===== config.mk =====
export PLATFORM = sky130hd
export DESIGN_NAME = master_port
export DESIGN_NICKNAME = d
export VERILOG_FILES = /design/src/rtl/serial_bus_pkg.sv /design/src/rtl/master_out_port.sv /design/src/rtl/master_in_port.sv /design/src/rtl/master_port.sv
export SDC_FILE = /design/constraint.sdc
export NUM_CORES = 1
export LEC_CHECK = 0
export ABC_AREA = 1
export BUFFER_PORTS_ARGS = -buffer_cell sky130_fd_sc_hd__buf_2
export CAP_MARGIN = 40
export CORE_ASPECT_RATIO = 1.25
export CORE_UTILIZATION = 55
export CTS_BUF_LIST = sky130_fd_sc_hd__clkbuf_4 sky130_fd_sc_hd__clkbuf_8
export DETAILED_ROUTE_END_ITERATION = 10
export PLACE_DENSITY = 0.91
export RECOVER_POWER = 50
export SYNTH_ARGS = -nofsm -noshare
export SYNTH_HDL_FRONTEND = slang
export SYNTH_HIERARCHICAL = 1
export SYNTH_SLANG_ARGS = --single-unit

===== constraint.sdc =====
create_clock -name clk -period 2.2 [get_ports clk]
set_input_delay 0.22 -clock clk [delete_from_list [all_inputs] [get_ports clk]]
set_output_delay 0.22 -clock clk [all_outputs]
set_load 0.01 [all_outputs]

===== src/rtl/serial_bus_pkg.sv =====
// serial bus package: bus widths, opcodes, command struct and bus line structs
package serial_bus_pkg;

	// slave select width, one bit for two slaves
	localparam int slave_len = 1;
	// byte address into each slave memory
	localparam int addr_len = 12;
	localparam int data_len = 8;

	// opcodes 0 and 1 are idle
	localparam logic [1:0] op_write = 2'd2;
	localparam logic [1:0] op_read = 2'd3;

	// host command, held stable while cmd_req is high
	typedef struct packed {
		logic [1:0] op;
		logic [slave_len-1:0] slave;
		logic [addr_len-1:0] addr;
		logic [data_len-1:0] wdata;
	} cmd_t;

	// lines driven by the granted master
	typedef struct packed {
		logic sel_bit;
		logic addr_bit;
		logic data_bit;
		logic master_valid;
		logic master_ready;
		logic write_en;
		logic read_en;
	} mst_bus_t;

	// lines driven by a slave, or-ed on the way back
	typedef struct packed {
		logic rx_data;
		logic slave_valid;
		logic slave_ready;
	} slv_bus_t;

endpackage


===== src/rtl/master_out_port.sv =====
// master out port: bus request FSM and serial transmit of select, address and write data
module master_out_port (
	input  logic clk,
	input  logic arst_n,
	input  logic start,
	input  serial_bus_pkg::cmd_t cmd,
	input  logic grant,
	input  logic slave_ready,
	input  logic rx_done,
	output logic approval_request,
	output logic tx_done,
	output logic sel_bit,
	output logic addr_bit,
	output logic data_bit,
	output logic master_valid,
	output logic write_en,
	output logic read_en
);

	typedef enum logic [2:0] {
		st_idle,
		st_request,
		st_select,
		st_address,
		st_wait_ready,
		st_data,
		st_release
	} state_t;

	state_t state;
	// counts bits within the current field
	logic [$clog2(serial_bus_pkg::addr_len)-1:0] cnt;
	// whole frame, select bits at the low end, shifted right per sent bit
	logic [serial_bus_pkg::data_len+serial_bus_pkg::addr_len+serial_bus_pkg::slave_len-1:0] frame_sr;
	logic is_read;
	logic load;
	logic in_frame;
	logic last_sel;
	logic last_addr;
	logic last_data;

	// new command taken from idle, or straight from release once the grant is gone
	assign load = start && (state == st_idle || (state == st_release && !grant));

	assign last_sel = (state == st_select) && (cnt == serial_bus_pkg::slave_len - 1);
	assign last_addr = (state == st_address) && (cnt == serial_bus_pkg::addr_len - 1);
	assign last_data = (state == st_data) && (cnt == serial_bus_pkg::data_len - 1);

	always_ff @(posedge clk or negedge arst_n) begin
		if (!arst_n) begin
			state <= st_idle;
			cnt <= '0;
		end else begin
			case (state)
				st_idle: begin
					if (load)
						state <= st_request;
				end
				st_request: begin
					cnt <= '0;
					if (grant)
						state <= st_select;
				end
				st_select: begin
					if (last_sel) begin
						state <= st_address;
						cnt <= '0;
					end else
						cnt <= cnt + 1'b1;
				end
				st_address: begin
					if (last_addr) begin
						state <= st_wait_ready;
						cnt <= '0;
					end else
						cnt <= cnt + 1'b1;
				end
				// read waits for the in port, write waits for the slave
				st_wait_ready: begin
					if (is_read) begin
						if (rx_done)
							state <= st_release;
					end else if (slave_ready)
						state <= st_data;
				end
				st_data: begin
					if (last_data)
						state <= st_release;
					else
						cnt <= cnt + 1'b1;
				end
				// request is down, wait for the arbiter to free the bus
				st_release: begin
					if (!grant)
						state <= load ? st_request : st_idle;
				end
				default: state <= st_idle;
			endcase
		end
	end

	always_ff @(posedge clk) begin
		if (load) begin
			frame_sr <= {cmd.wdata, cmd.addr, cmd.slave};
			is_read <= (cmd.op == serial_bus_pkg::op_read);
		end else if (master_valid)
			frame_sr <= frame_sr >> 1;
	end

	assign approval_request = state inside {st_request, st_select, st_address, st_wait_ready,
		st_data};
	assign in_frame = state inside {st_select, st_address, st_wait_ready, st_data};
	assign master_valid = state inside {st_select, st_address, st_data};

	// one line per field, lsb first
	assign sel_bit = (state == st_select) && frame_sr[0];
	assign addr_bit = (state == st_address) && frame_sr[0];
	assign data_bit = (state == st_data) && frame_sr[0];

	assign write_en = in_frame && !is_read;
	assign read_en = in_frame && is_read;

	// read ends transmit at the last address bit
	assign tx_done = (last_addr && is_read) || last_data;

endmodule


===== src/rtl/master_in_port.sv =====
// master in port: serial receive of read data with master_ready and read_en
module master_in_port (
	input  logic clk,
	input  logic arst_n,
	input  logic rd_start,
	input  logic rx_data,
	input  logic slave_valid,
	output logic master_ready,
	output logic read_en,
	output logic [serial_bus_pkg::data_len-1:0] rdata,
	output logic rx_done
);

	logic receiving;
	logic [$clog2(serial_bus_pkg::data_len)-1:0] cnt;
	logic last_bit;

	assign last_bit = receiving && slave_valid && (cnt == serial_bus_pkg::data_len - 1);

	always_ff @(posedge clk or negedge arst_n) begin
		if (!arst_n) begin
			receiving <= 1'b0;
			cnt <= '0;
			rx_done <= 1'b0;
		end else begin
			// single cycle pulse
			rx_done <= last_bit;
			if (rd_start) begin
				receiving <= 1'b1;
				cnt <= '0;
			end else if (last_bit)
				receiving <= 1'b0;
			else if (receiving && slave_valid)
				cnt <= cnt + 1'b1;
		end
	end

	// lsb arrives first and ends up at bit 0
	always_ff @(posedge clk) begin
		if (receiving && slave_valid)
			rdata <= {rx_data, rdata[serial_bus_pkg::data_len-1:1]};
	end

	// both held for the whole receive
	assign master_ready = receiving;
	assign read_en = receiving;

endmodule


===== src/rtl/master_port.sv =====
// master port: host req/ack handshake, in and out ports, bus line merge and read data return
module master_port (
	input  logic clk,
	input  logic arst_n,
	input  logic cmd_req,
	input  serial_bus_pkg::cmd_t cmd,
	output logic cmd_ack,
	output logic [serial_bus_pkg::data_len-1:0] rdata,
	input  logic grant,
	output logic approval_request,
	input  serial_bus_pkg::slv_bus_t sbus,
	output serial_bus_pkg::mst_bus_t mbus
);

	typedef enum logic [1:0] {
		mp_idle,
		mp_busy,
		mp_ack
	} state_t;

	state_t state;
	serial_bus_pkg::slv_bus_t sbus_g;
	logic is_bus_op;
	logic start;
	logic done;
	logic tx_done;
	logic rx_done;
	logic rd_start;
	logic sel_bit;
	logic addr_bit;
	logic data_bit;
	logic master_valid;
	logic write_en;
	logic read_en_out;
	logic read_en_in;
	logic master_ready;

	assign is_bus_op = (cmd.op == serial_bus_pkg::op_write) ||
		(cmd.op == serial_bus_pkg::op_read);
	// grant still high means the previous frame is being released
	assign start = (state == mp_idle) && cmd_req && is_bus_op && !grant;
	assign done = (cmd.op == serial_bus_pkg::op_read) ? rx_done : tx_done;
	assign rd_start = tx_done && (cmd.op == serial_bus_pkg::op_read);

	always_ff @(posedge clk or negedge arst_n) begin
		if (!arst_n)
			state <= mp_idle;
		else begin
			case (state)
				mp_idle: begin
					// idle opcode acked without touching the bus
					if (cmd_req && !is_bus_op)
						state <= mp_ack;
					else if (start)
						state <= mp_busy;
				end
				mp_busy: begin
					if (done)
						state <= mp_ack;
				end
				mp_ack: begin
					if (!cmd_req)
						state <= mp_idle;
				end
				default: state <= mp_idle;
			endcase
		end
	end

	assign cmd_ack = (state == mp_ack);

	// return lines only count while this master owns the bus
	always_comb begin
		sbus_g = '0;
		if (grant)
			sbus_g = sbus;
	end

	master_out_port master_out_port_i (
		.clk(clk),
		.arst_n(arst_n),
		.start(start),
		.cmd(cmd),
		.grant(grant),
		.slave_ready(sbus_g.slave_ready),
		.rx_done(rx_done),
		.approval_request(approval_request),
		.tx_done(tx_done),
		.sel_bit(sel_bit),
		.addr_bit(addr_bit),
		.data_bit(data_bit),
		.master_valid(master_valid),
		.write_en(write_en),
		.read_en(read_en_out)
	);

	master_in_port master_in_port_i (
		.clk(clk),
		.arst_n(arst_n),
		.rd_start(rd_start),
		.rx_data(sbus_g.rx_data),
		.slave_valid(sbus_g.slave_valid),
		.master_ready(master_ready),
		.read_en(read_en_in),
		.rdata(rdata),
		.rx_done(rx_done)
	);

	// read_en spans both ports, so it stays up from select to last read bit
	assign mbus = '{
		sel_bit: sel_bit,
		addr_bit: addr_bit,
		data_bit: data_bit,
		master_valid: master_valid,
		master_ready: master_ready,
		write_en: write_en,
		read_en: read_en_out | read_en_in
	};

endmodule


## After elaboration in Yosys (flattened, before gate mapping)

Cells that the tools add are included.

| word-level totals | value |
|---|---|
| register bits | 44 |
| bits of input ports | 30 |
| output and inout bits | 17 |
| logic and storage cells | 106 |

| operators by class | value |
|---|---|
| add/subtract/negate cells | 2 |
| equality and inequality tests | 26 |
| mux-type cells | 29 |
| bitwise gates (word level) | 1 |
| reductions and logical operators | 38 |

Operators with widths:

| cell | count |
|---|---|
| 2-to-1 mux 21 bit | 2 |
| 2-to-1 mux 3 bit | 12 |
| one-hot mux 3 bit (7 select lines) | 1 |
| logical AND 1 bit | 18 |
| one-hot mux 4 bit (4 select lines) | 1 |
| == test 3 bit, second input constant | 4 |
| 2-to-1 mux 4 bit | 3 |
| 2-to-1 mux 2 bit | 5 |
| inequality test 2 x 1 -> 1 bit, second input constant | 5 |
| inequality test 2 bit, second input constant | 5 |
| AND reduction 8 bit | 1 |
| nonzero test 4 bit | 2 |
| == test 2 bit, second input constant | 3 |
| == test 3 x 2 -> 1 bit, second input constant | 2 |
| inequality test 3 x 2 -> 1 bit, second input constant | 2 |
| one-hot mux 2 bit (3 select lines) | 1 |
| nonzero test 2 bit | 3 |
| nonzero test 5 bit | 1 |
| adder 4 x 1 -> 4 bit, second input constant | 1 |
| == test 4 x 3 -> 1 bit, second input constant | 1 |
| == test 4 bit, second input constant | 1 |
| zero test 4 bit | 1 |
| 2-to-1 mux 1 bit | 4 |
| AND reduction 2 bit | 2 |
| other kinds (11) | 15 |

## Longest topological paths before layout

| depth | value |
|---|---|
| word-level depth | 8 |
| depth in mapped cells | 12 |
| depth with buffers taken out | 12 |

## Modules after synthesis

Netlist, hierarchy kept.

By module, submodules not included:

| module | instances | cells each | area each (um^2) |
|---|---|---|---|
| master_out_port | 1 | 204 | 1634.1 |
| master_in_port | 1 | 35 | 489.2 |
| master_port | 1 | 40 | 237.7 |

## Worst setup path after synthesis

Ideal clock, no wire load.

| timing path | value |
|---|---|
| path type | flip-flop to flip-flop |
| start point | reg master_out_port_i.state[1] |
| end point | reg master_out_port_i/frame_sr[0] in the netlist's numbering, enable pin |
| setup time | 0.462 ns |
| arrival | 1.485 ns |
| data required time | 1.738 ns |
| slack | 0.254 ns |
| stages on the path, launching flop included | 9 |
| path buffers | 2 |
| cell sequence | dfrtp_1 buf_6 nand2_1 nor2_2 nand2_1 o21ai_2 nand2_2 buf_2 nand3_1 |

| on the way | value |
|---|---|
| cells in the longest elaborated chain, start to end | 5 |

RTL lines:

| what | line | source |
|---|---|---|
| start, declared | master_out_port.sv:30 | `state_t state;` |
| start signal, assigned | master_out_port.sv:51 | `state <= st_idle;` |
| start signal, assigned | master_out_port.sv:57 | `state <= st_request;` |
| start signal, assigned | master_out_port.sv:62 | `state <= st_select;` |
| == test 3 bit | master_out_port.sv:43 | `assign load = start && (state == st_idle \|\| (state == st_release && !grant));` |
| logical AND 1 bit | master_out_port.sv:43 |  |
| logical OR 1 bit | master_out_port.sv:43 |  |
| logical AND 1 bit | master_out_port.sv:43 |  |
| nonzero test 2 bit (no source line) * | - |  |
| end signal, assigned | master_out_port.sv:104 | `frame_sr <= {cmd.wdata, cmd.addr, cmd.slave};` |
| end signal, assigned | master_out_port.sv:107 | `frame_sr <= frame_sr >> 1;` |
| end, declared | master_out_port.sv:34 | `logic [serial_bus_pkg::data_len+serial_bus_pkg::addr_len+serial_bus_pkg::slave_len-1:0] frame_sr;` |

Mark *: on every way between the ends. The rest lies on a longest branch, timed or not.
A chain may end at the register's enable or synchronous reset.

==> qor.csv <==
stage,metric,value,unit
clock_tree,cts_tree,yes,
power_and_ir_drop,p_leak,0.00131,uW
hold_path,hp-class,in -> reg,
sta,fmax,502,MHz
global_routing,grt_pass1_vias,1766,
critical_path,crit-reg2reg-launch,master_out_port_i/state[2],
final_layout,mostFrequentLayoutCell,nand2_1,
floorplanning,start_util,0.576,
clock_tree,clock_sinks,44,
power_and_ir_drop,combPwrFrac,0.360,
placement,place_area,2560,sq um
floorplanning,die_h,75.3,microns
logic_synthesis,synth_fp_nets,313,
sta,rsz0062_at_grt,no,
final_layout,diodes,0,
global_routing,grt-ovfl-total,0,
route,vias_per_cell,4.81,
critical_path,cp_max_fo,12,
floorplanning,die_area,4560,sq um
logic_synthesis,ys_ff_latch,44,
power_and_ir_drop,p_switching,1150,uW
final_layout,final_cell_mix,"104 x nand2_1, 32 x buf_2, 31 x inv_1, 30 x edfxtp_1, 29 x nand3_1",
sta,setup_violations,0,
placement,placedCellCount,369,
power_and_ir_drop,p_int,1920,uW
floorplanning,rows,26,
clock_tree,insertion_delay,0.29,ns
clock_tree,clkTransAtPathRegs,0.08,ns
final_layout,finish.utilization,0.641,
route,drt_iter0_drc,80,
final_layout,final_cells,378,
logic_synthesis,ys.flop_type,edfxtp_1,
sta,hold_violations,0,
route,drt-pass1-iter-count,4,
critical_path,cp.required,1.98,ns
logic_synthesis,yosys_warnings,6,
critical_path,end_kind,output pin,
critical_path,worst_ep_arrival_time,1.77,ns
power_and_ir_drop,p_clk_frac,0.162,
power_and_ir_drop,power_density,1170,nW/um^2
sta,min_period,1.99,ns
critical_path,regToRegEndpoint,master_out_port_i/frame_sr[4],
placement,port_buffers,46,
clock_tree,clockBufferDepth,2,
floorplanning,pin_count,47,
global_routing,grt_max_degree,22,
sta,worstMarginPinSlew,0.823,ns
route,drc,0,
logic_synthesis,yosys.area.top_type_share,0.382,
critical_path,crit_type,reg -> out,
critical_path,critPathLaunchType,flip-flop,
route,vias,1820,
final_layout,area_growth,11.3,%
critical_path,reg2reg_slack,0.26,ns
sta,maxSlewHeadroom,0.451,
critical_path,startpoint,master_out_port_i/state[2],
job,cap_violations,0,
route,post_drt_wl_per_cell,11.6,microns
final_layout,layout.nets,355,
global_routing,grt_pass1_wl,7030,microns
logic_synthesis,ys_async_sr_fraction,0.318,
clock_tree,numCtsBuffers,5,
logic_synthesis,syn_area_per_cell,8.46,sq um
power_and_ir_drop,switching_share,0.375,
final_layout,final_cell_area,2630,sq um
final_layout,fillerInstances,366,
floorplanning,core,4100,sq um
logic_synthesis,synthCells,279,
clock_tree,postCtsSetupBuffers,0,
logic_synthesis,synth_largest_area_cell,edfxtp_1,
global_routing,grt_usage,0.210,
clock_tree,htree_levels,2,
route,routed_wl,4370,microns
hold_path,min_from,cmd[18],
global_routing,antenna_found_initial,0,
floorplanning,die_w,60.6,microns
logic_synthesis,synth_edf_count,30,
logic_synthesis,syn-cell-area,2360,sq um
critical_path,r2r_cells,7,
logic_synthesis,seq_area_frac_synth,0.530,
sta,clock-skew-final,0.0107,ns
final_layout,drive_above_1_share,0.180,
placement,hpwl,3310,microns
sta,fin_crit_sh,0.906,
sta,slew_violations,0,
placement,gp_congestion,0.910,
outcome,run_status,completed,
sta,finalSetupTns,0,ns
logic_synthesis,synthDistinctLibCells,28,
logic_synthesis,synth_area_leaders,"edfxtp_1 38%, nand2_1 16%, dfrtp_1 15%",
power_and_ir_drop,seq_power_share,0.478,
clock_tree,cts_root_buffer,clkbuf_8,
power_and_ir_drop,vdd_drop_max,0.000609,V
critical_path,setup.worst_path.end,mbus[0],
route,ant_nets,0,
[power groups by stage]
stage | clock network, uW | logic, uW | registers, uW
after global placement | 0 | 1100 | 1460
after CTS | 512 | 1140 | 1470
after floorplan | 0 | 985 | 1390
final | 498 | 1100 | 1470
after global routing | 533 | 1280 | 1500
after detailed placement | 0 | 1130 | 1470
[final cells by class]
cell class                 instances  area, sq um  share of cell area
multi-input combinational        186          847               0.322
tap                               56         70.1              0.0267
sequential                        44         1250               0.476
timing repair buffer              49          238              0.0904
clock inverter                     2         11.3             0.00428
clock buffer                       6         76.3              0.0290
inverter                          35          134              0.0509
[flip-flops by register name, indices dropped and copies added (netlist names)]
name and cells:
master_out_port_i/frame_sr 21, master_in_port_i/cnt 3, master_in_port_i/rdata 8, master_out_port_i/cnt 4, master_out_port_i/state 3, master_out_port_i/is_read 1, state 2, master_in_port_i/master_ready 1
master_in_port_i/rx_done 1
[logic make-up (layout without fill, tap and decap cells)]
kind of cell             Yosys count  count (layout)  share of synthesized area
buffers and inverters             49              92                      0.107
AND/OR/NAND/NOR                  172             172                      0.312
AO/OA/AOI/OAI                      9               9                     0.0260
flip-flops                        44              44                      0.530
adder cells (fa/ha/maj)            4               4                     0.0212
XOR/XNOR                           1               1                    0.00371
[synth_stat cells, types with 2 or more instances]
cell	number
buf_4	7
inv_2	4
nand2_2	5
buf_6	5
buf_2	2
nand2_1	101
nand3_1	29
nor2_1	24
edfxtp_1	30
nand4_1	3
inv_1	30
dfrtp_1	14
o21ai_1	3
ha_1	4
nor2_2	5
[through the flow]
stage | worst slack (ns) | hold slack [ns] | power [uW]
4_1_cts | 0.128 | 0.179 | 3110
5_1_grt | 0.0577 | 0.182 | 3310
2_1_floorplan | 0.254 | -0.0756 | 2370
3_3_place_gp | 0.447 | 0.138 | 2560
3_5_place_dp | 0.381 | 0.148 | 2610
6_report | 0.206 | 0.185 | 3070
[repair_timing]
action                                 4_1_cts  5_1_grt
hold buffers                                 1        0
gates resized for setup                      0        1
endpoints found under the hold margin       14        0
setup endpoints to repair                    0        1
[worst max-delay path, stage by stage, from the launching register on]
cell and delay, ns:
dfrtp_1 0.59, inv_4 0.08, nand2_4 0.10, nand2_1 0.08
a21oi_1 0.17, nor2_1 0.06, or2_2 0.26, buf_2 0.14
[worst min-delay path by stage]
stage | end | slack [ns] | depth (start not counted)
after floorplan | master_in_port_i/cnt[0] | -0.08 | 0
after global placement | master_in_port_i/cnt[2] | 0.14 | 1
after detailed placement | master_in_port_i/cnt[2] | 0.15 | 1
after CTS | master_out_port_i/frame_sr[11] | 0.18 | 3
after global routing | master_out_port_i/frame_sr[11] | 0.18 | 3
final | master_out_port_i/frame_sr[11] | 0.18 | 3
[layer usage]
layer  share of wire  up-vias  global-route usage
li1                -      954                   -
met1            0.43      824               0.240
met2            0.52       35               0.379
met3           0.032        7              0.0412
met4           0.015        0              0.0833
met5               0        -                   0
Power figures use the tool's default switching activity.
