**src/rtl/serial_bus_pkg.sv**
```systemverilog
// serial bus package: bus widths, opcodes, command struct and bus line structs
package serial_bus_pkg;

	// slave select width, one bit for two slaves
	localparam int slave_len = 1;
	// byte address into each slave memory
	localparam int addr_len = 12;
	localparam int data_len = 8;

	// opcodes 0 and 1 are idle
	localparam logic [1:0] op_write = 2'd2;
	localparam logic [1:0] op_read = 2'd3;

	// host command, held stable while cmd_req is high
	typedef struct packed {
		logic [1:0] op;
		logic [slave_len-1:0] slave;
		logic [addr_len-1:0] addr;
		logic [data_len-1:0] wdata;
	} cmd_t;

	// lines driven by the granted master
	typedef struct packed {
		logic sel_bit;
		logic addr_bit;
		logic data_bit;
		logic master_valid;
		logic master_ready;
		logic write_en;
		logic read_en;
	} mst_bus_t;

	// lines driven by a slave, or-ed on the way back
	typedef struct packed {
		logic rx_data;
		logic slave_valid;
		logic slave_ready;
	} slv_bus_t;

endpackage

```
**src/rtl/bus_arbiter.sv**
```systemverilog
// bus arbiter: round-robin grant for two masters, master line mux and slave return or
module bus_arbiter (
	input  logic clk,
	input  logic arst_n,
	input  logic request_0,
	input  logic request_1,
	output logic grant_0,
	output logic grant_1,
	input  serial_bus_pkg::mst_bus_t mbus_0,
	input  serial_bus_pkg::mst_bus_t mbus_1,
	output serial_bus_pkg::mst_bus_t mbus,
	input  serial_bus_pkg::slv_bus_t sbus_0,
	input  serial_bus_pkg::slv_bus_t sbus_1,
	output serial_bus_pkg::slv_bus_t sbus
);

	logic [1:0] grant_q;
	// index of the master granted last
	logic last_q;

	always_ff @(posedge clk or negedge arst_n) begin
		if (!arst_n) begin
			grant_q <= 2'b00;
			last_q <= 1'b1;
		end else if (grant_q == 2'b00) begin
			// master 0 wins unless it went last and master 1 waits
			if (request_0 && (!request_1 || last_q)) begin
				grant_q <= 2'b01;
				last_q <= 1'b0;
			end else if (request_1) begin
				grant_q <= 2'b10;
				last_q <= 1'b1;
			end
		end else if ((grant_q[0] && !request_0) || (grant_q[1] && !request_1))
			grant_q <= 2'b00;
	end

	assign grant_0 = grant_q[0];
	assign grant_1 = grant_q[1];

	// bus reads zero with no owner
	always_comb begin
		mbus = '0;
		if (grant_q[0])
			mbus = mbus_0;
		else if (grant_q[1])
			mbus = mbus_1;
	end

	// unselected slave drives zeros
	assign sbus = sbus_0 | sbus_1;

endmodule

```
**config.mk**
```make
export PLATFORM = sky130hd
export DESIGN_NAME = bus_arbiter
export DESIGN_NICKNAME = d
export VERILOG_FILES = /design/src/rtl/serial_bus_pkg.sv /design/src/rtl/bus_arbiter.sv
export SDC_FILE = /design/constraint.sdc
export NUM_CORES = 1
export LEC_CHECK = 0
export ABC_AREA = 1
export BUFFER_PORTS_ARGS = -buffer_cell sky130_fd_sc_hd__buf_4
export CORE_AREA = 2 2 39 41
export DETAILED_ROUTE_END_ITERATION = 6
export DIE_AREA = 0 0 41 43
export PLACE_DENSITY = 0.6
export REMOVE_ABC_BUFFERS = 1
export SYNTH_ARGS = -nofsm -noshare
export SYNTH_HDL_FRONTEND = slang
export SYNTH_SLANG_ARGS = --single-unit
```
**constraint.sdc**
```tcl
create_clock -name clk -period 2.2 [get_ports clk]
set_clock_uncertainty 0.05 [all_clocks]
set_input_delay 0.22 -clock clk [delete_from_list [all_inputs] [get_ports clk]]
set_output_delay 0.22 -clock clk [all_outputs]
set_load 0.02 [all_outputs]
```
# == Word level (Yosys, flattened, before mapping) ==
# Index checks and enable logic that the tools add are counted.
# totals
regBits,3
inputBits,24
output_inout_bits,12
# classes
n_eq_ne,1
n_mux,8
bitwise_logic,1
n_reduce_logical,12
# op_table
operator,n
7-bit two-way mux,2
2-bit two-way mux,4
2-bit AND reduction,2
2-bit nonzero test,2
1-bit logical AND,3
3-bit by 2-bit != test with 1-bit output (second input constant),1
3-bit bitwise OR,1
1-bit zero test,2
2-bit zero test,1
1-bit logical OR,2
1-bit two-way mux,2

# == Longest topological paths before layout ==
# Gate-level depths: netlist of the first run.
# logic_depth
ltp_word,5
ltp_mapped,6
mapped_depth_nobuf,5

# == Least setup slack after synthesis of the first run ==
# OpenSTA, ideal clock, no wires.
# synth_timing
kind,register to output
from,register grant_q[0]
to,output port mbus[0] (netlist name)
t_arrival_ns,0.896
required_time_ns,1.930
setup_slack_ns,1.034
stages_incl_launch_ff,5
path_buffers,1
cell_sequence,dfrtp_1 buf_6 inv_8 nand3_1 nand2_1
# synth_rtl
element,line,source
"start, declared",bus_arbiter.sv:17,logic [1:0] grant_q;
"start signal, assigned",bus_arbiter.sv:23,grant_q <= 2'b00;
"start signal, assigned",bus_arbiter.sv:28,grant_q <= 2'b01;
"start signal, assigned",bus_arbiter.sv:31,grant_q <= 2'b10;
"end, declared",bus_arbiter.sv:11,"output serial_bus_pkg::mst_bus_t mbus,"

==> impl_metrics.csv, run 1 <==
group,metric,value,unit
finish,filler_cell_count,156,
floorplanning,row_count,14,
timing,tightest_slew,0.4338,ns
hold_path,min_path_type,"primary input to register",
route,drtPass1Iterations,1,
clock_tree,root_buffer,"clkbuf_4",
yosys,ys_seq_elements,3,
grt,use_met1,14.24,%
timing,slew_headroom,71.08,%
route,drt-wirelength-per-cell,9.429,um
grt,grt_max_degree,12,
placement,post-place-cells,93,
critical_path,path_buf_inv,2,
clock_tree,cts.clk_slew.worst_paths,0.04,ns
grt,gr-total-overflow,0,
power_and_ir_drop,peakVddDrop,0.6051,mV
outcome,outcome,"finished, final reports clean",
timing,fin_hold_ws,0.2250,ns
critical_path,slowest_delay,0.60,ns
grt,track_usage,12.58,%
finish,fin_cells,98,
clock_tree,h-tree-depth,1,
yosys,syn_area_per_cell,6.938,sq um
critical_path,crit_chain,"inv_8 > nand3_1 > nand2_1 > buf_4",
floorplanning,core-area,1384,sq um
timing,setup_violations,0,
yosys,yosysSeqAreaShare,25.00,%
route,drtIter0Drc,0,
route,vias_per_cell,4.357,
route,wirelength,924,um
critical_path,path_max_fanout,10,
timing,slew_violations,0,
placement,place_hpwl,756.3,um
grt,first_global_vias,393,
clock_tree,cts_resized,0,
timing,finalHoldViolCount,0,
yosys,yosys_warnings,0,
job,drv_cap,0,
finish,nets,107,
route,via_count,427,
placement,gp_congestion,0.6502,
floorplanning,fp.dieH,43,um
floorplanning,dieArea,1763,sq um
timing,fin_crit_sh,67.30,%
finish,area_delta_synth_final,98.36,%
grt,grt_util_met3,2.094,%
yosys,synth_cell_types,16,
route,drcViolationCount,0,
floorplanning,die-width,41,um
floorplanning,ios,36,
clock_tree,clockBufferDepth,2,
grt,antenna_found_initial,0,
power_and_ir_drop,p_per_area,1154,nW/um^2
clock_tree,insertion_delay,0.24,ns
timing,rsz0062_at_grt,"no",
clock_tree,numClockSinks,3,
power_and_ir_drop,power.leakage,0.0003349,uW
timing,setup_ws,0.7194,ns
clock_tree,cts_tree,"built",
critical_path,end_kind,"output pin",
placement,portBuffers,35,
critical_path,path_delay_family,"flip-flops",
floorplanning,start_util,22.06,%
grt,grt-busiest-layer,"met2",
clock_tree,numCtsBuffers,3,
critical_path,startpoint_type,"register",
finish,layout.cells.most_common,"buf_4",
finish,layout_common_cells,"buf_4 (35), nand2_1 (18), nand3_1 (8), or2_2 (3), clkbuf_4 (3)",
timing,final.setup.tns,0,ns
route,final_antenna_net_count,0,
timing,clock.fmax,675.4,MHz
finish,drive_above_1_share,59.76,%
placement,pre_cts_ws,0.9671,ns
yosys,netlist_area,305.3,sq um
timing,period_minus_slack,1.481,ns
critical_path,crit_type,"register to output pin",
critical_path,crit_slowest_cell,"dfrtp_1",
yosys,syn-instance-count,44,
grt,grt_pass1_wl,1531,um
critical_path,crit_required,1.93,ns
finish,n_antenna_cell,0,
finish,fin_area,605.6,sq um
grt,grt_util_met2,20.31,%
placement,dpl_cell_area,569.3,sq um
critical_path,worstPathArrival,1.21,ns
## flip-flops by register name, summed over array words and instances (netlist names)
register / count
last_q: 1
grant_q: 2
## logic make-up (layout without fill, tap and decap cells)
group | Yosys count | count (layout) | share of synthesized area (%)
AOI/OAI and AO/OA | 4 | 4 | 11.07
buffers and inverters | 5 | 43 | 13.12
DFF | 3 | 3 | 25.00
and+or+nand+nor | 32 | 32 | 50.82
## per-layer routing
metal / wire length, um / up-vias
li1: - / 218
met1: 335 / 190
met2: 495 / 17
met3: 73 / 2
met4: 19 / 0
met5: 0 / -
## tightest hold or removal path, stage by stage
cell	delay, ns
buf_4	0.11
o211ai_1	0.08
nand2_1	0.06
## cells in the mapped netlist (all sizes together)
| cell | instances | area (sq um) |
|---|---|---|
| nand2 | 19 | 78.82 |
| o21ai | 3 | 26.28 |
| buf | 2 | 18.77 |
| nand3 | 8 | 40.04 |
| inv | 3 | 21.27 |
| dfrtp | 2 | 50.05 |
| or2 | 3 | 18.77 |
| nor2 | 2 | 17.52 |
| dfstp | 1 | 26.28 |
| o211ai | 1 | 7.510 |
## per-stage QoR
step | util, % | power [uW]
2_1_floorplan | - | 408.6
3_3_place_gp | 41.14 | 597.8
3_5_place_dp | 41.14 | 603.2
4_1_cts | 43.76 | 707.8
5_1_grt | 43.76 | 751.1
6_report | 43.76 | 698.8
## what timing repair did
action,in CTS,in global routing
hold endpoints to repair,3,0
setup buffers,0,0
hold buffers,1,0
## where the power goes
| part | internal [uW] | switching (uW) |
|---|---|---|
| registers | 89.4 | 76.2 |
| logic | 196 | 238 |
| clock network | 68.1 | 31.0 |
## layout make-up
type | count | area [sq um] | share of cell area, %
Multi-Input combinational cell | 36 | 188.9 | 31.20
Inverter | 3 | 21.27 | 3.512
Sequential cell | 3 | 76.32 | 12.60
Timing Repair Buffer | 36 | 272.8 | 45.04
Tap cell | 16 | 20.02 | 3.306
Clock buffer | 4 | 26.28 | 4.339
## path summary, 6_finish.rpt
kind | from | to | slack, ns | depth (start not counted)
worst max-delay path | grant_q[0] | mbus[1] | 0.72 | 4
worst min-delay path | request_1 | grant_q[1] | 0.23 | 3
worst max register to register | grant_q[0] | grant_q[1] | 1.10 | 5
worst min register to register | last_q | last_q | 0.46 | 2
max in group asynchronous | arst_n | last_q | 1.65 | 2
min in group asynchronous | arst_n | grant_q[1] | 0.26 | 2
No activity file was read; power rests on OpenSTA's default activity.
==> run 2: changes to the inputs <==
Settings changed: PLACE_DENSITY 0.6 to 0.62.
Clock period 2.2 ns to 1.3 ns, I/O delays scaled along.
==> run 2 against run 1 <==
  * First-iteration DRC count increased by 6
  * Critical path type unchanged
  * Design area increased by 15%
  * Sequential power increased by 64%
  * Global-route usage decreased by 0.69 points
  * Critical path depth unchanged
  * Register-to-register slack got worse by 0.75 ns
  * Total power increased by 100%
  * Cell count increased by 2.0%
  * Clock-buffer cell count unchanged
  * Setup slack got worse by 0.69 ns
  * Clock power increased by 68%
  * Combinational power increased by 130%
  * Highest routed layer is now met3
==> impl_metrics.csv, run 2 (synthesized netlist as in run 1, its figures left out) <==
group,metric,value,unit
clock_tree,cts.clk_slew.worst_paths,0.04,ns
grt,grt_pass1_wl,1331,um
finish,largest_reg_flops,2,
power_and_ir_drop,pwr-share-seq,19.1,%
critical_path,crit_required,1.12,ns
floorplanning,fp.dieH,43,um
critical_path,r2r_end,"grant_q[1]",
finish,reg_top3,"grant_q: 2 flops, last_q: 1 flops",
critical_path,startpoint_type,"register",
placement,place_hpwl,740.8,um
placement,dpl_cell_area,569.3,sq um
power_and_ir_drop,peakVddDrop,1.077,mV
critical_path,r2r_setup_slack,0.35,ns
finish,area_delta_synth_final,127.9,%
clock_tree,h-tree-depth,1,
power_and_ir_drop,pwr-share-clk,11.6,%
placement,gp_congestion,0.6351,
power_and_ir_drop,p_switching,657.8,uW
power_and_ir_drop,p_per_area,2053,nW/um^2
clock_tree,numCtsBuffers,3,
clock_tree,insertion_delay,0.23,ns
critical_path,crit_type,"register to output pin",
floorplanning,core-area,1384,sq um
critical_path,r2r-start,"grant_q[0]",
floorplanning,dieArea,1763,sq um
route,vias_per_cell,4.290,
finish,fin_area,695.7,sq um
route,via_count,429,
timing,clock.fmax,785.8,MHz
hold_path,min_path_type,"primary input to register",
grt,grt_max_degree,12,
critical_path,path_max_fanout,5,
critical_path,end_kind,"output pin",
floorplanning,row_count,14,
grt,gr-total-overflow,0,
timing,final.setup.tns,0,ns
finish,filler_cell_count,143,
timing,fin_crit_sh,97.89,%
power_and_ir_drop,totalPowerFinal,1428,uW
clock_tree,clockBufferDepth,2,
hold_path,hold_path_end,"grant_q[0]",
critical_path,rr_worst_depth,5,
timing,rsz0062_at_grt,"yes",
route,wirelength,979,um
clock_tree,numClockSinks,3,
floorplanning,start_util,22.06,%
hold_path,hp-start,"request_0",
timing,period_minus_slack,1.273,ns
placement,portBuffers,35,
route,final_antenna_net_count,0,
grt,antenna_found_initial,0,
floorplanning,die-width,41,um
grt,track_usage,11.88,%
floorplanning,ios,36,
outcome,outcome,"finished, final reports clean",
power_and_ir_drop,power.leakage,0.0003579,uW
finish,layout_common_cells,"buf_4 (28), nand2_2 (10), nand2_1 (8), buf_6 (8), nand3_1 (7)",
timing,slew_violations,0,
route,drcViolationCount,0,
power_and_ir_drop,intPower,770.1,uW
timing,tightest_slew,0.2346,ns
hold_path,holdPathStages,3,
timing,finalHoldViolCount,0,
finish,regMostFlops,"grant_q",
route,drtPass1Iterations,4,
finish,n_antenna_cell,0,
route,drt-wirelength-per-cell,9.790,um
power_and_ir_drop,p_comb_share,69.3,%
job,drv_cap,0,
power_and_ir_drop,swShare,46.07,%
timing,setup_violations,0,
critical_path,worstPathArrival,1.09,ns
finish,layout.cells.most_common,"buf_4",
timing,fin_hold_ws,0.1398,ns
finish,nets,109,
clock_tree,root_buffer,"clkbuf_4",
grt,first_global_vias,361,
route,drtIter0Drc,6,
timing,slew_headroom,84.36,%
finish,drive_above_1_share,76.19,%
clock_tree,cts_tree,"built",
-- run 2: area by class of cell --
type / count / area (sq um) / share of cell area [%]
Timing Repair Buffer: 38 / 330.3 / 47.48
Clock buffer: 4 / 26.28 / 3.777
Multi-Input combinational cell: 36 / 219.0 / 31.47
Tap cell: 16 / 20.02 / 2.878
Sequential cell: 3 / 78.83 / 11.33
Inverter: 3 / 21.27 / 3.058
-- run 2: worst max-delay path, stage by stage, from the launching register on --
cell     delay, ns
dfrtp_2       0.46
buf_6         0.16
nand2_2       0.04
nand2_1       0.06
buf_6         0.13
-- run 2: per-layer routing --
metal | routed length (um) | track usage, % | vias to the layer above
met2 | 556 | 18.44 | 15
li1 | - | - | 222
met5 | 0 | 0 | -
met1 | 321 | 11.04 | 192
met3 | 101 | 6.806 | 0
met4 | 0 | 8.000 | 0
-- run 2: how the worst max path moves through the flow --
stage / slack, ns / from / cells past startpoint / endpoint
3_5_place_dp: 0.16 / grant_q[0] / 4 / mbus[0]
2_1_floorplan: 0.18 / grant_q[0] / 3 / mbus[0]
6_report: 0.03 / grant_q[0] / 4 / mbus[6]
4_1_cts: -0.009 / grant_q[0] / 4 / mbus[0]
3_3_place_gp: 0.19 / grant_q[0] / 4 / mbus[4]
5_1_grt: -0.02 / grant_q[0] / 4 / mbus[4]
-- run 2: power by group through the flow --
stage	registers, uW	logic [uW]	clock network, uW
detailed placement	279	740	0
global placement	274	731	0
finish	273	990	166
global route	280	1060	187
floorplan	294	398	0
CTS	285	789	176
-- run 2: repair_timing --
item | CTS | global route
cloned | 0 | 0
hold buffers | 1 | 0
buffers inserted | 0 | 2
hold endpoints to repair | 3 | 0
pin swaps | 0 | 1
resized for setup | 6 | 17
setup endpoints to repair | 7 | 7
-- run 2: through the flow --
stage          util [%]  worst slack [ns]  instances
2_1_floorplan         -            0.1770         42
3_3_place_gp      41.14            0.1881         93
3_5_place_dp      41.14            0.1613         93
4_1_cts           45.03         -0.009102         98
5_1_grt           50.27          -0.02227        100
6_report          50.27           0.02748        100
==> run 3: changes to the inputs <==
Settings changed: REMOVE_ABC_BUFFERS 1 to not set.
==> run 3 against run 2 <==
  * Clock power about the same
  * Total power down 0.51%
  * Sequential power up 6%
  * Die area unchanged
  * Critical path type unchanged
  * Critical path depth unchanged
  * Global-route usage up 0.68 points
  * Setup slack worse by 0.0012 ns
  * Register-to-register slack worse by 0.13 ns
  * Core utilization up 0.18 points
  * Sequential cell count unchanged
==> impl_metrics.csv, run 3 (synthesized netlist as in run 1, its figures left out) <==
group,metric,value,unit
grt,grt_max_degree,12,
grt,track_usage,12.56,%
route,final_antenna_net_count,0,
finish,layout_common_cells,"buf_4 (30), nand2_1 (11), buf_6 (8), nand2_2 (7)",
route,drtPass1Iterations,2,
finish,regMostFlops,"grant_q",
finish,fin_area,698.2,sq um
finish,reg_top3,"grant_q: 2 flops, last_q: 1 flops",
placement,place_hpwl,784.8,um
clock_tree,cts_tree,"built",
floorplanning,start_util,22.06,%
timing,clock.fmax,785.1,MHz
job,drv_cap,0,
timing,final.setup.tns,0,ns
timing,setup_violations,0,
hold_path,min_path_type,"primary input to register",
route,drtIter0Drc,8,
power_and_ir_drop,totalPowerFinal,1421,uW
floorplanning,die-width,41,um
floorplanning,ios,36,
power_and_ir_drop,power.leakage,0.0003594,uW
critical_path,worstPathArrival,1.09,ns
route,vias_per_cell,4.248,
placement,dpl_cell_area,576.8,sq um
grt,antenna_found_initial,0,
clock_tree,root_buffer,"clkbuf_4",
finish,n_antenna_cell,0,
clock_tree,h-tree-depth,1,
floorplanning,row_count,14,
critical_path,end_kind,"output pin",
floorplanning,core-area,1384,sq um
clock_tree,insertion_delay,0.23,ns
finish,nets,110,
grt,grt_pass1_wl,1442,um
power_and_ir_drop,p_per_area,2035,nW/um^2
power_and_ir_drop,peakVddDrop,0.8343,mV
timing,finalHoldViolCount,0,
placement,gp_congestion,0.7289,
timing,slew_violations,0,
outcome,outcome,"finished, final reports clean",
placement,portBuffers,35,
critical_path,crit_type,"register to output pin",
finish,layout.cells.most_common,"buf_4",
finish,drive_above_1_share,76.47,%
clock_tree,numClockSinks,3,
floorplanning,dieArea,1763,sq um
route,wirelength,1066,um
grt,first_global_vias,365,
yosys,syn_nets,68,
grt,gr-total-overflow,0,
clock_tree,clockBufferDepth,2,
finish,largest_reg_flops,2,
timing,fin_crit_sh,97.98,%
timing,rsz0062_at_grt,"yes",
clock_tree,numCtsBuffers,3,
route,via_count,429,
timing,slew_headroom,81.83,%
critical_path,path_max_fanout,6,
timing,tightest_slew,0.2726,ns
finish,filler_cell_count,148,
critical_path,crit_required,1.12,ns
route,drcViolationCount,0,
critical_path,startpoint_type,"register",
clock_tree,cts.clk_slew.worst_paths,0.04,ns
floorplanning,fp.dieH,43,um
route,drt-wirelength-per-cell,10.55,um
finish,area_delta_synth_final,128.7,%
timing,period_minus_slack,1.274,ns
## run 3: what timing repair did
action | 4_1_cts | 5_1_grt
hold buffers | 1 | 0
gates resized for setup | 2 | 22
pin swaps | 0 | 6
buffers inserted | 0 | 2
endpoints found under the hold margin | 3 | 0
endpoints found under the setup margin | 8 | 7
cloned | 0 | 0
## run 3: worst paths after layout
check	startpoint	end	slack, ns	depth (start not counted)
worst min register to register	last_q	last_q	0.47	2
worst max register to register	grant_q[0]	grant_q[1]	0.22	4
min in group asynchronous	arst_n	grant_q[0]	0.17	2
max in group asynchronous	arst_n	last_q	0.84	2
worst min-delay path	request_0	grant_q[0]	0.13	3
worst max-delay path	grant_q[0]	mbus[4]	0.03	4
## run 3: metal layers
metal	GRT usage, %	wire length [um]	vias up
met1	12.58	403	196
li1	-	-	222
met4	10.00	0	0
met2	19.38	623	11
met5	0	0	-
met3	4.712	39	0
## run 3: final cells by class
type	count	area (sq um)	share of cell area (%)
tap	16	20.02	2.867
timing repair buffer	39	325.3	46.59
inverter	3	21.27	3.047
multi-input combinational	36	226.5	32.44
sequential	3	78.83	11.29
clock buffer	4	26.28	3.763
## run 3: through the flow
stage	setup WS, ns	instances	utilization, %	hold WS [ns]
3_3_place_gp	0.2012	94	41.68	-0.1295
5_1_grt	-0.01101	101	50.45	0.1286
4_1_cts	0.009022	99	44.48	0.1214
3_5_place_dp	0.1956	94	41.68	-0.1287
2_1_floorplan	0.2236	44	-	-0.2156
6_report	0.02629	101	50.45	0.1292
## run 3: where the power goes
group / total (uW) / switching [uW] / internal (uW)
logic: 966 / 486 / 481
registers: 289 / 130 / 158
clock network: 165 / 50.1 / 115
## run 3: critical path: stages, from the launching register on
cell     delay [ns]
dfrtp_2        0.47
buf_6          0.16
nand2_1        0.05
nand2_1        0.05
buf_6          0.13
